[src/common/bp_defs.svh]
`ifndef BP_DEFS_SVH
`define BP_DEFS_SVH

// program counter width, word addressed
`define BP_PC_W 10

// table geometry
`define BP_SETS 16
`define BP_WAYS 4

// index widths for set and way
`define BP_SET_W 4
`define BP_WAY_W 2

// counter value for a freshly placed branch, weakly not taken
`define BP_CNT_BRANCH 2'd1

// counter value for a freshly placed jump, strongly taken
`define BP_CNT_JUMP 2'd3

`endif

[src/common/bp_ctrl_pkg.sv]
`default_nettype none

package bp_ctrl_pkg;

	// one-hot branch kind seen in exe
	// all zero when exe holds no branch
	typedef logic [5:0] btype_t;

	// bit positions inside btype_t
	localparam int BT_BEQ  = 5;
	localparam int BT_BNE  = 4;
	localparam int BT_BLT  = 3;
	localparam int BT_BGE  = 2;
	localparam int BT_BLTU = 1;
	localparam int BT_BGEU = 0;

	// pc correction requested by exe
	typedef enum logic [1:0] {
		NO_CORR  = 2'd0,
		CORR_CNI = 2'd2,
		CORR_PBT = 2'd3
	} correction_e;

endpackage

`default_nettype wire

[src/common/bp_table_pkg.sv]
`default_nettype none

`include "bp_defs.svh"

package bp_table_pkg;

	// isr flag on top, then the pc bits above the set index
	typedef logic [`BP_PC_W-`BP_SET_W:0] bht_tag_t;

	// stored branch target
	typedef logic [`BP_PC_W-1:0] bht_target_t;

	// 2-bit saturating counter
	// upper bit is the taken prediction
	typedef logic [1:0] sat_cnt_t;

	// one table line, 20 bits
	typedef struct packed {
		logic        valid;
		bht_tag_t    tag;
		bht_target_t target;
		sat_cnt_t    cnt;
	} bht_entry_t;

endpackage

`default_nettype wire

[src/bht/bht_lookup.sv]
`timescale 1ns/1ps
`default_nettype none

`include "bp_defs.svh"

module bht_lookup (
	input  bp_table_pkg::bht_entry_t [`BP_WAYS-1:0] entries,
	input  bp_table_pkg::bht_tag_t                  tag,
	output logic                                    hit,
	output bp_table_pkg::bht_entry_t                entry,
	output logic [`BP_WAY_W-1:0]                    way
);

	import bp_table_pkg::*;

	// one bit per way, set when valid and tag equal
	logic [`BP_WAYS-1:0] match;

	// selected line, zero on a miss
	bht_entry_t found;

	////////////////////////////////////////
	// tag compare
	////////////////////////////////////////

	always_comb begin
		for (int w = 0; w < `BP_WAYS; w++) begin
			match[w] = entries[w].valid && (entries[w].tag == tag);
		end
	end

	////////////////////////////////////////
	// way select
	////////////////////////////////////////

	// only a single matching way counts as a hit
	always_comb begin
		hit   = 1'b0;
		found = '0;
		way   = '0;
		if ($onehot(match)) begin
			hit = 1'b1;
			for (int w = 0; w < `BP_WAYS; w++) begin
				if (match[w]) begin
					found = entries[w];
					way   = w[`BP_WAY_W-1:0];
				end
			end
		end
	end

	assign entry = found;

endmodule

`default_nettype wire

[src/bht/bht_table.sv]
`timescale 1ns/1ps
`default_nettype none

`include "bp_defs.svh"

module bht_table (
	input  logic                      CLK,
	input  logic                      nrst,
	input  logic                      en,
	input  logic                      isr_en,
	input  logic [`BP_PC_W-1:0]       if_pc,
	input  logic [`BP_PC_W-1:0]       id_pc,
	input  bp_table_pkg::bht_target_t id_target,
	input  logic                      id_is_jump,
	input  logic                      id_is_btype,
	input  logic [`BP_PC_W-1:0]       exe_pc,
	input  logic                      exe_taken,
	input  logic                      exe_btype_any,
	output logic                      if_hit,
	output logic                      if_pred,
	output bp_table_pkg::bht_target_t if_pbt,
	output logic                      id_hit,
	output logic                      exe_hit,
	output bp_table_pkg::sat_cnt_t    exe_cnt,
	output bp_table_pkg::bht_target_t exe_pbt
);

	import bp_table_pkg::*;

	typedef bht_entry_t [`BP_WAYS-1:0] bht_set_t;

	// valid bits and fifo pointers are cleared by reset
	logic [`BP_WAYS-1:0]  valid_q [`BP_SETS];
	logic [`BP_WAY_W-1:0] fifo_q  [`BP_SETS];

	// line payload
	bht_tag_t    tag_q [`BP_SETS][`BP_WAYS];
	bht_target_t tgt_q [`BP_SETS][`BP_WAYS];
	sat_cnt_t    cnt_q [`BP_SETS][`BP_WAYS];

	logic [`BP_SET_W-1:0] if_set, id_set, exe_set;
	bht_tag_t             if_tag, id_tag, exe_tag;
	bht_set_t             if_lines, id_lines, exe_lines;
	bht_entry_t           if_entry, exe_entry;
	logic [`BP_WAY_W-1:0] exe_way;
	logic                 id_insert, exe_train;
	sat_cnt_t             cnt_next;

	// gather the four ways of one set
	function automatic bht_set_t read_set(input logic [`BP_SET_W-1:0] s);
		bht_set_t r;
		for (int w = 0; w < `BP_WAYS; w++) begin
			r[w].valid  = valid_q[s][w];
			r[w].tag    = tag_q[s][w];
			r[w].target = tgt_q[s][w];
			r[w].cnt    = cnt_q[s][w];
		end
		return r;
	endfunction

	////////////////////////////////////////
	// lookups
	////////////////////////////////////////

	assign if_set  = if_pc[`BP_SET_W-1:0];
	assign id_set  = id_pc[`BP_SET_W-1:0];
	assign exe_set = exe_pc[`BP_SET_W-1:0];
	assign if_tag  = {isr_en, if_pc[`BP_PC_W-1:`BP_SET_W]};
	assign id_tag  = {isr_en, id_pc[`BP_PC_W-1:`BP_SET_W]};
	assign exe_tag = {isr_en, exe_pc[`BP_PC_W-1:`BP_SET_W]};

	always_comb begin
		if_lines  = read_set(if_set);
		id_lines  = read_set(id_set);
		exe_lines = read_set(exe_set);
	end

	bht_lookup if_lookup (.entries(if_lines), .tag(if_tag), .hit(if_hit),
		.entry(if_entry), .way());
	bht_lookup id_lookup (.entries(id_lines), .tag(id_tag), .hit(id_hit),
		.entry(), .way());
	bht_lookup exe_lookup (.entries(exe_lines), .tag(exe_tag), .hit(exe_hit),
		.entry(exe_entry), .way(exe_way));

	// miss gives a zero line, so prediction reads not taken
	assign if_pred = if_entry.cnt[1];
	assign if_pbt  = if_entry.target;
	assign exe_cnt = exe_entry.cnt;
	assign exe_pbt = exe_entry.target;

	////////////////////////////////////////
	// updates
	////////////////////////////////////////

	// new branch or jump not yet stored
	assign id_insert = (id_is_btype || id_is_jump) && !id_hit;
	// stored branch resolving in exe
	assign exe_train = exe_btype_any && exe_hit;

	// saturate at 3 and 0
	always_comb begin
		if (exe_taken)
			cnt_next = (exe_cnt == 2'd3) ? exe_cnt : exe_cnt + 2'd1;
		else
			cnt_next = (exe_cnt == 2'd0) ? exe_cnt : exe_cnt - 2'd1;
	end

	always_ff @(posedge CLK) begin
		if (!nrst) begin
			for (int s = 0; s < `BP_SETS; s++) begin
				valid_q[s] <= '0;
				fifo_q[s]  <= '0;
			end
		end else if (en && id_insert) begin
			valid_q[id_set][fifo_q[id_set]] <= 1'b1;
			// wraps from 3 back to 0
			fifo_q[id_set] <= fifo_q[id_set] + 1'b1;
		end
	end

	// insert wins, training in the same cycle is lost
	always_ff @(posedge CLK) begin
		if (en) begin
			if (id_insert) begin
				tag_q[id_set][fifo_q[id_set]] <= id_tag;
				tgt_q[id_set][fifo_q[id_set]] <= id_target;
				cnt_q[id_set][fifo_q[id_set]] <= id_is_jump ? `BP_CNT_JUMP : `BP_CNT_BRANCH;
			end else if (exe_train) begin
				cnt_q[exe_set][exe_way] <= cnt_next;
			end
		end
	end

endmodule

`default_nettype wire

[src/source/branch_predictor.sv]
`timescale 1ns/1ps
`default_nettype none

`include "bp_defs.svh"

module branch_predictor (
	input  logic                      CLK,
	input  logic                      nrst,
	input  logic                      en,
	input  logic                      isr_en,
	input  logic [`BP_PC_W-1:0]       if_pc,
	input  logic [`BP_PC_W-1:0]       id_pc,
	input  bp_table_pkg::bht_target_t id_target,
	input  logic                      id_is_jump,
	input  logic                      id_is_btype,
	input  logic [`BP_PC_W-1:0]       exe_pc,
	input  logic                      exe_z,
	input  logic                      exe_less,
	input  bp_ctrl_pkg::btype_t       exe_btype,
	output logic                      if_prediction,
	output bp_table_pkg::bht_target_t if_pbt,
	output bp_table_pkg::bht_target_t exe_pbt,
	output logic [`BP_PC_W-1:0]       exe_cni,
	output bp_ctrl_pkg::correction_e  exe_correction,
	output logic [`BP_PC_W-1:0]       next_pc,
	output logic                      branch_flush,
	output logic                      id_jump_in_bht
);

	// table to resolver
	logic                   exe_hit;
	logic                   id_hit;
	bp_table_pkg::sat_cnt_t exe_cnt;

	// resolver back to table
	logic exe_taken;
	logic exe_btype_any;

	bht_table table_i (
		.CLK(CLK), .nrst(nrst), .en(en), .isr_en(isr_en),
		.if_pc(if_pc), .id_pc(id_pc), .id_target(id_target),
		.id_is_jump(id_is_jump), .id_is_btype(id_is_btype),
		.exe_pc(exe_pc), .exe_taken(exe_taken), .exe_btype_any(exe_btype_any),
		.if_hit(), .if_pred(if_prediction), .if_pbt(if_pbt), .id_hit(id_hit),
		.exe_hit(exe_hit), .exe_cnt(exe_cnt), .exe_pbt(exe_pbt)
	);

	branch_resolve resolve_i (
		.CLK(CLK), .nrst(nrst), .en(en), .exe_btype(exe_btype),
		.exe_z(exe_z), .exe_less(exe_less), .exe_hit(exe_hit),
		.exe_cnt(exe_cnt), .exe_pc(exe_pc), .exe_pbt(exe_pbt),
		.if_pc(if_pc), .if_pred(if_prediction), .if_pbt(if_pbt),
		.id_is_jump(id_is_jump), .id_hit(id_hit),
		.exe_taken(exe_taken), .exe_btype_any(exe_btype_any),
		.exe_correction(exe_correction), .exe_cni(exe_cni),
		.next_pc(next_pc), .branch_flush(branch_flush),
		.id_jump_in_bht(id_jump_in_bht)
	);

endmodule

`default_nettype wire

[src/source/branch_resolve.sv]
`timescale 1ns/1ps
`default_nettype none

`include "bp_defs.svh"

module branch_resolve (
	input  logic                     CLK,
	input  logic                     nrst,
	input  logic                     en,
	input  bp_ctrl_pkg::btype_t      exe_btype,
	input  logic                     exe_z,
	input  logic                     exe_less,
	input  logic                     exe_hit,
	input  logic [1:0]               exe_cnt,
	input  logic [`BP_PC_W-1:0]      exe_pc,
	input  logic [`BP_PC_W-1:0]      exe_pbt,
	input  logic [`BP_PC_W-1:0]      if_pc,
	input  logic                     if_pred,
	input  logic [`BP_PC_W-1:0]      if_pbt,
	input  logic                     id_is_jump,
	input  logic                     id_hit,
	output logic                     exe_taken,
	output logic                     exe_btype_any,
	output bp_ctrl_pkg::correction_e exe_correction,
	output logic [`BP_PC_W-1:0]      exe_cni,
	output logic [`BP_PC_W-1:0]      next_pc,
	output logic                     branch_flush,
	output logic                     id_jump_in_bht
);

	import bp_ctrl_pkg::*;

	logic pred_taken;
	logic mispredict;
	logic flush_q, flush_d;

	////////////////////////////////////////
	// outcome and correction
	////////////////////////////////////////

	// signed and unsigned compares share the alu less flag
	assign exe_taken = (exe_btype[BT_BEQ]  &&  exe_z)    ||
	                   (exe_btype[BT_BNE]  && !exe_z)    ||
	                   (exe_btype[BT_BLT]  &&  exe_less) ||
	                   (exe_btype[BT_BGE]  && !exe_less) ||
	                   (exe_btype[BT_BLTU] &&  exe_less) ||
	                   (exe_btype[BT_BGEU] && !exe_less);

	assign exe_btype_any = |exe_btype;

	// a missing entry reads as counter 0
	assign pred_taken = exe_hit && exe_cnt[1];
	assign mispredict = exe_btype_any && (pred_taken != exe_taken);

	always_comb begin
		if (!mispredict)
			exe_correction = NO_CORR;
		else if (exe_taken)
			exe_correction = CORR_PBT;
		else
			exe_correction = CORR_CNI;
	end

	// fall-through address of the exe branch
	assign exe_cni = exe_pc + 1'b1;

	// exe correction first, then the if prediction
	always_comb begin
		case (exe_correction)
			CORR_PBT: next_pc = exe_pbt;
			CORR_CNI: next_pc = exe_cni;
			default:  next_pc = if_pred ? if_pbt : if_pc + 1'b1;
		endcase
	end

	////////////////////////////////////////
	// flush
	////////////////////////////////////////

	// pending flush blocks any new one
	always_comb begin
		if (flush_q) begin
			branch_flush = 1'b1;
			flush_d      = 1'b0;
		end else if (mispredict) begin
			branch_flush = 1'b1;
			flush_d      = 1'b1;
		end else begin
			branch_flush = 1'b0;
			// new jump flushes one cycle later
			flush_d      = id_is_jump && !id_hit;
		end
	end

	always_ff @(posedge CLK) begin
		if (!nrst)
			flush_q <= 1'b0;
		else if (en)
			flush_q <= flush_d;
	end

	assign id_jump_in_bht = id_is_jump && id_hit;

endmodule

`default_nettype wire

[config.mk]
export PLATFORM = sky130hd
export DESIGN_NAME = branch_predictor
export DESIGN_NICKNAME = d
export VERILOG_FILES = /design/src/common/bp_ctrl_pkg.sv /design/src/common/bp_table_pkg.sv /design/src/bht/bht_lookup.sv /design/src/bht/bht_table.sv /design/src/source/branch_predictor.sv /design/src/source/branch_resolve.sv
export VERILOG_INCLUDE_DIRS = /design/src /design/src/common
export SDC_FILE = /design/constraint.sdc
export NUM_CORES = 2
export LEC_CHECK = 0
export BUFFER_PORTS_ARGS = -buffer_cell sky130_fd_sc_hd__buf_2
export CAP_MARGIN = 20
export CORE_ASPECT_RATIO = 0.75
export CORE_MARGIN = 4
export CORE_UTILIZATION = 40
export DETAILED_ROUTE_END_ITERATION = 12
export PLACE_DENSITY_LB_ADDON = 0.25
export SKIP_LAST_GASP = 1
export SYNTH_ARGS = -nofsm -noshare
export SYNTH_HDL_FRONTEND = slang
export SYNTH_SLANG_ARGS = --single-unit
[constraint.sdc]
create_clock -name CLK -period 8.4 [get_ports CLK]
set_input_delay 0.42 -clock CLK [delete_from_list [all_inputs] [get_ports CLK]]
set_output_delay 0.42 -clock CLK [all_outputs]
set_load 0.02 [all_outputs]
==> results.cfg <==
[routing]
route.detailed.drc = 0
drtIter0Drc = 6595
drtAntennaViolNets = 0
routed_wl_um = 234000
num_vias = 40800
first_pass_iters = 6
routed_via_density = 6.68
wl_per_cell_um = 38.3

[clock_network]
cts_buffers = 133
cts_tree = built
clk_pin_slew_ps = 70
post_cts_resized = 0
root_buffer = clkbuf_16
cts_buffer_depth = 3
cts.sinks = 1313
htree_levels = 4
clk_latency_ps = 790
cts_setup_buffers = 0
hold_buffers = 1

[critical_path]
crit_end = next_pc[5]
reg2reg_from = table_i.tag_q[15][24]
crit_path_start = if_pc[1]
slowest_delay_ps = 520
crit_fanout = 65
crit_cells = 20
path_class = input pin to primary output
regToRegEndpoint = table_i.tgt_q[4][35]
path_common_cell = buf_4
cp_num_buf_inv = 6
critPathRequiredTime_ps = 7980
start_kind = input pin
endpoint_kind = primary output
reg2reg_depth = 16
crit_slowest_cell = buf_8
crit_chain = buf_8, buf_4, buf_4, mux2i_1, a22o_1, a221oi_1, xor2_1, o31ai_1, nand3_1, buf_4, inv_1, fa_1, ha_1, ha_1, nor2_1, and2_1, o21ai_0, mux2i_1, a21o_1, buf_2
arrival_ps = 6590
r2r_slack_ps = 1940
cp_top_family = buffers and inverters

[sta]
hold_viol_final = 0
fin_tns_setup_ps = 0
final.period_utilization_pct = 83.4
worstMarginPinSlew_ps = 1110
maxSlewHeadroom_pct = 25.7
setup_viol = 0
maxSlewViolCount = 0
finalClockSkew_ps = 25.2
worst_hold_slack_ps = 95.2
rsz0062_at_grt = false
min_period_ps = 7010
fmax_ghz = 0.143

[power]
power_switching_mw = 3.58
internal_power_mw = 11.1
swShare_pct = 24.4
p_leak_nw = 24.2
power.share.clock_pct = 40.7
power_density_nw_per_um2 = 195
power.total_mw = 14.7
pwr-share-seq_pct = 49.1
peakVddDrop_mv = 0.218
pwr-share-comb_pct = 10.2

[global_route]
antenna_found_initial = 10
grt_max_degree = 80
grt-ovfl-total = 0
grt_pass1_vias = 39200
track_usage_pct = 26.7
grt_pass1_wl_um = 324000

[synthesis]
yosysWarnings = 0
yosysSeqAreaShare_pct = 57.5
ys_types = 90
ys_seq_elements = 1313
syn-instance-count = 3619
async_reset_ff_share_pct = 0
synth_edf_count = 1248
syn-cell-area_sq_um = 67400
synth_fp_nets = 3688
ys.flop_type = edfxtp_1
syn_area_per_cell_sq_um = 18.6

[die]
die_y_um = 364
pin_count = 99
initial_utilization_pct = 40.2
die_w_um = 482
coreArea_sq_um = 168000
die-area_sq_um = 175000
rows = 130

[final_layout]
layout_commonest_cell = edfxtp_1
synthToLayoutAreaGrowth_pct = 11.8
nets = 3830
final_cells = 6112
postLayoutCellArea_sq_um = 75300
drive_gt1_share_pct = 37.7
final_cell_mix = edfxtp_1, mux4_2, mux2i_1, buf_4, nor2_1

[place]
placed_area_sq_um = 70900
dp_cells = 5861
dpl.hpwl_um = 155000
portBuffers = 98
gp_congestion = 0.994

[outcome]
outcome = complete, no violations

[flow_run]
max_cap_violations = 0

[hold_path]
timing.hold.worst.class = input pin to flop
## tightest hold or removal path, cell delays in order
cell and delay [ps]:
buf_2 150, nor2b_1 130, o21a_1 130
## routing by layer
| metal | part of all wire (%) | vias up | track usage, % |
|---|---|---|---|
| li1 | - | 15600 | - |
| met1 | 40 | 21700 | 38.3 |
| met2 | 43 | 3004 | 38.0 |
| met3 | 12 | 441 | 7.45 |
| met4 | 5.0 | 0 | 11.5 |
| met5 | 0 | - | 0 |
## synth_stat cells (49+ instances only)
cell      instances  area [sq um]
edfxtp_1       1248         37500
mux4_2          827         18600
nor2_1          220           826
mux2i_1         190          1900
nand2_1         107           402
buf_2           104           521
xnor2_1          72           631
clkbuf_1         71           267
o21a_1           71           533
dfxtp_1          65          1300
xor2_1           51           447
buf_4            49           368
## kinds of logic after synthesis
logic type	share of synthesized area [%]
mux	31.2
fa+ha+maj	0.312
simple gates	3.55
compound gates	3.06
buf+inv	2.71
flops	57.5
xor+xnor	1.60
## power groups by stage
stage | logic (mW) | registers (mW) | clock network [mW]
3_5_place_dp | 1.49 | 7.35 | 0
2_1_floorplan | 0.914 | 7.34 | 0
6_report | 1.51 | 7.21 | 5.98
4_1_cts | 1.50 | 7.21 | 6.07
3_3_place_gp | 1.49 | 7.35 | 0
5_1_grt | 1.56 | 7.21 | 6.36
## worst min-delay path by stage
stage                                start                endpoint  slack [ps]  depth (start not counted)
global route                            en       resolve_i.flush_q         100                          3
CTS                                     en       resolve_i.flush_q          40                          3
finish                                  en       resolve_i.flush_q         100                          3
global placement    table_i.valid_q[14][3]  table_i.valid_q[14][3]         480                          1
detailed placement  table_i.valid_q[10][2]  table_i.valid_q[10][2]         490                          1
floorplan           table_i.valid_q[10][0]  table_i.valid_q[10][0]         470                          1
## flip-flops by register name (all words and copies together) (netlist names)
signal,flops
table_i.tgt_q,640
table_i.tag_q,448
table_i.cnt_q,128
table_i.valid_q,64
table_i.fifo_q,32
resolve_i.flush_q,1
## per-stage QoR
stage	setup WS (ps)	utilization [%]
final	1390	45.0
after global routing	1120	45.0
after CTS	1360	44.9
after detailed placement	950	42.3
after global placement	894	42.2
after floorplan	707	-
## final cells by class
| type | count | area (sq um) |
|---|---|---|
| Antenna cell | 1 | 2.50 |
| Clock buffer | 164 | 3570 |
| Clock inverter | 77 | 701 |
| Fill cell | 14300 | 92200 |
| Inverter | 27 | 114 |
| Multi-Input combinational cell | 1985 | 27000 |
| Sequential cell | 1313 | 38800 |
| Tap cell | 2244 | 2810 |
| Timing Repair Buffer | 301 | 2360 |
Note: power is estimated with default switching activity, not from simulation.
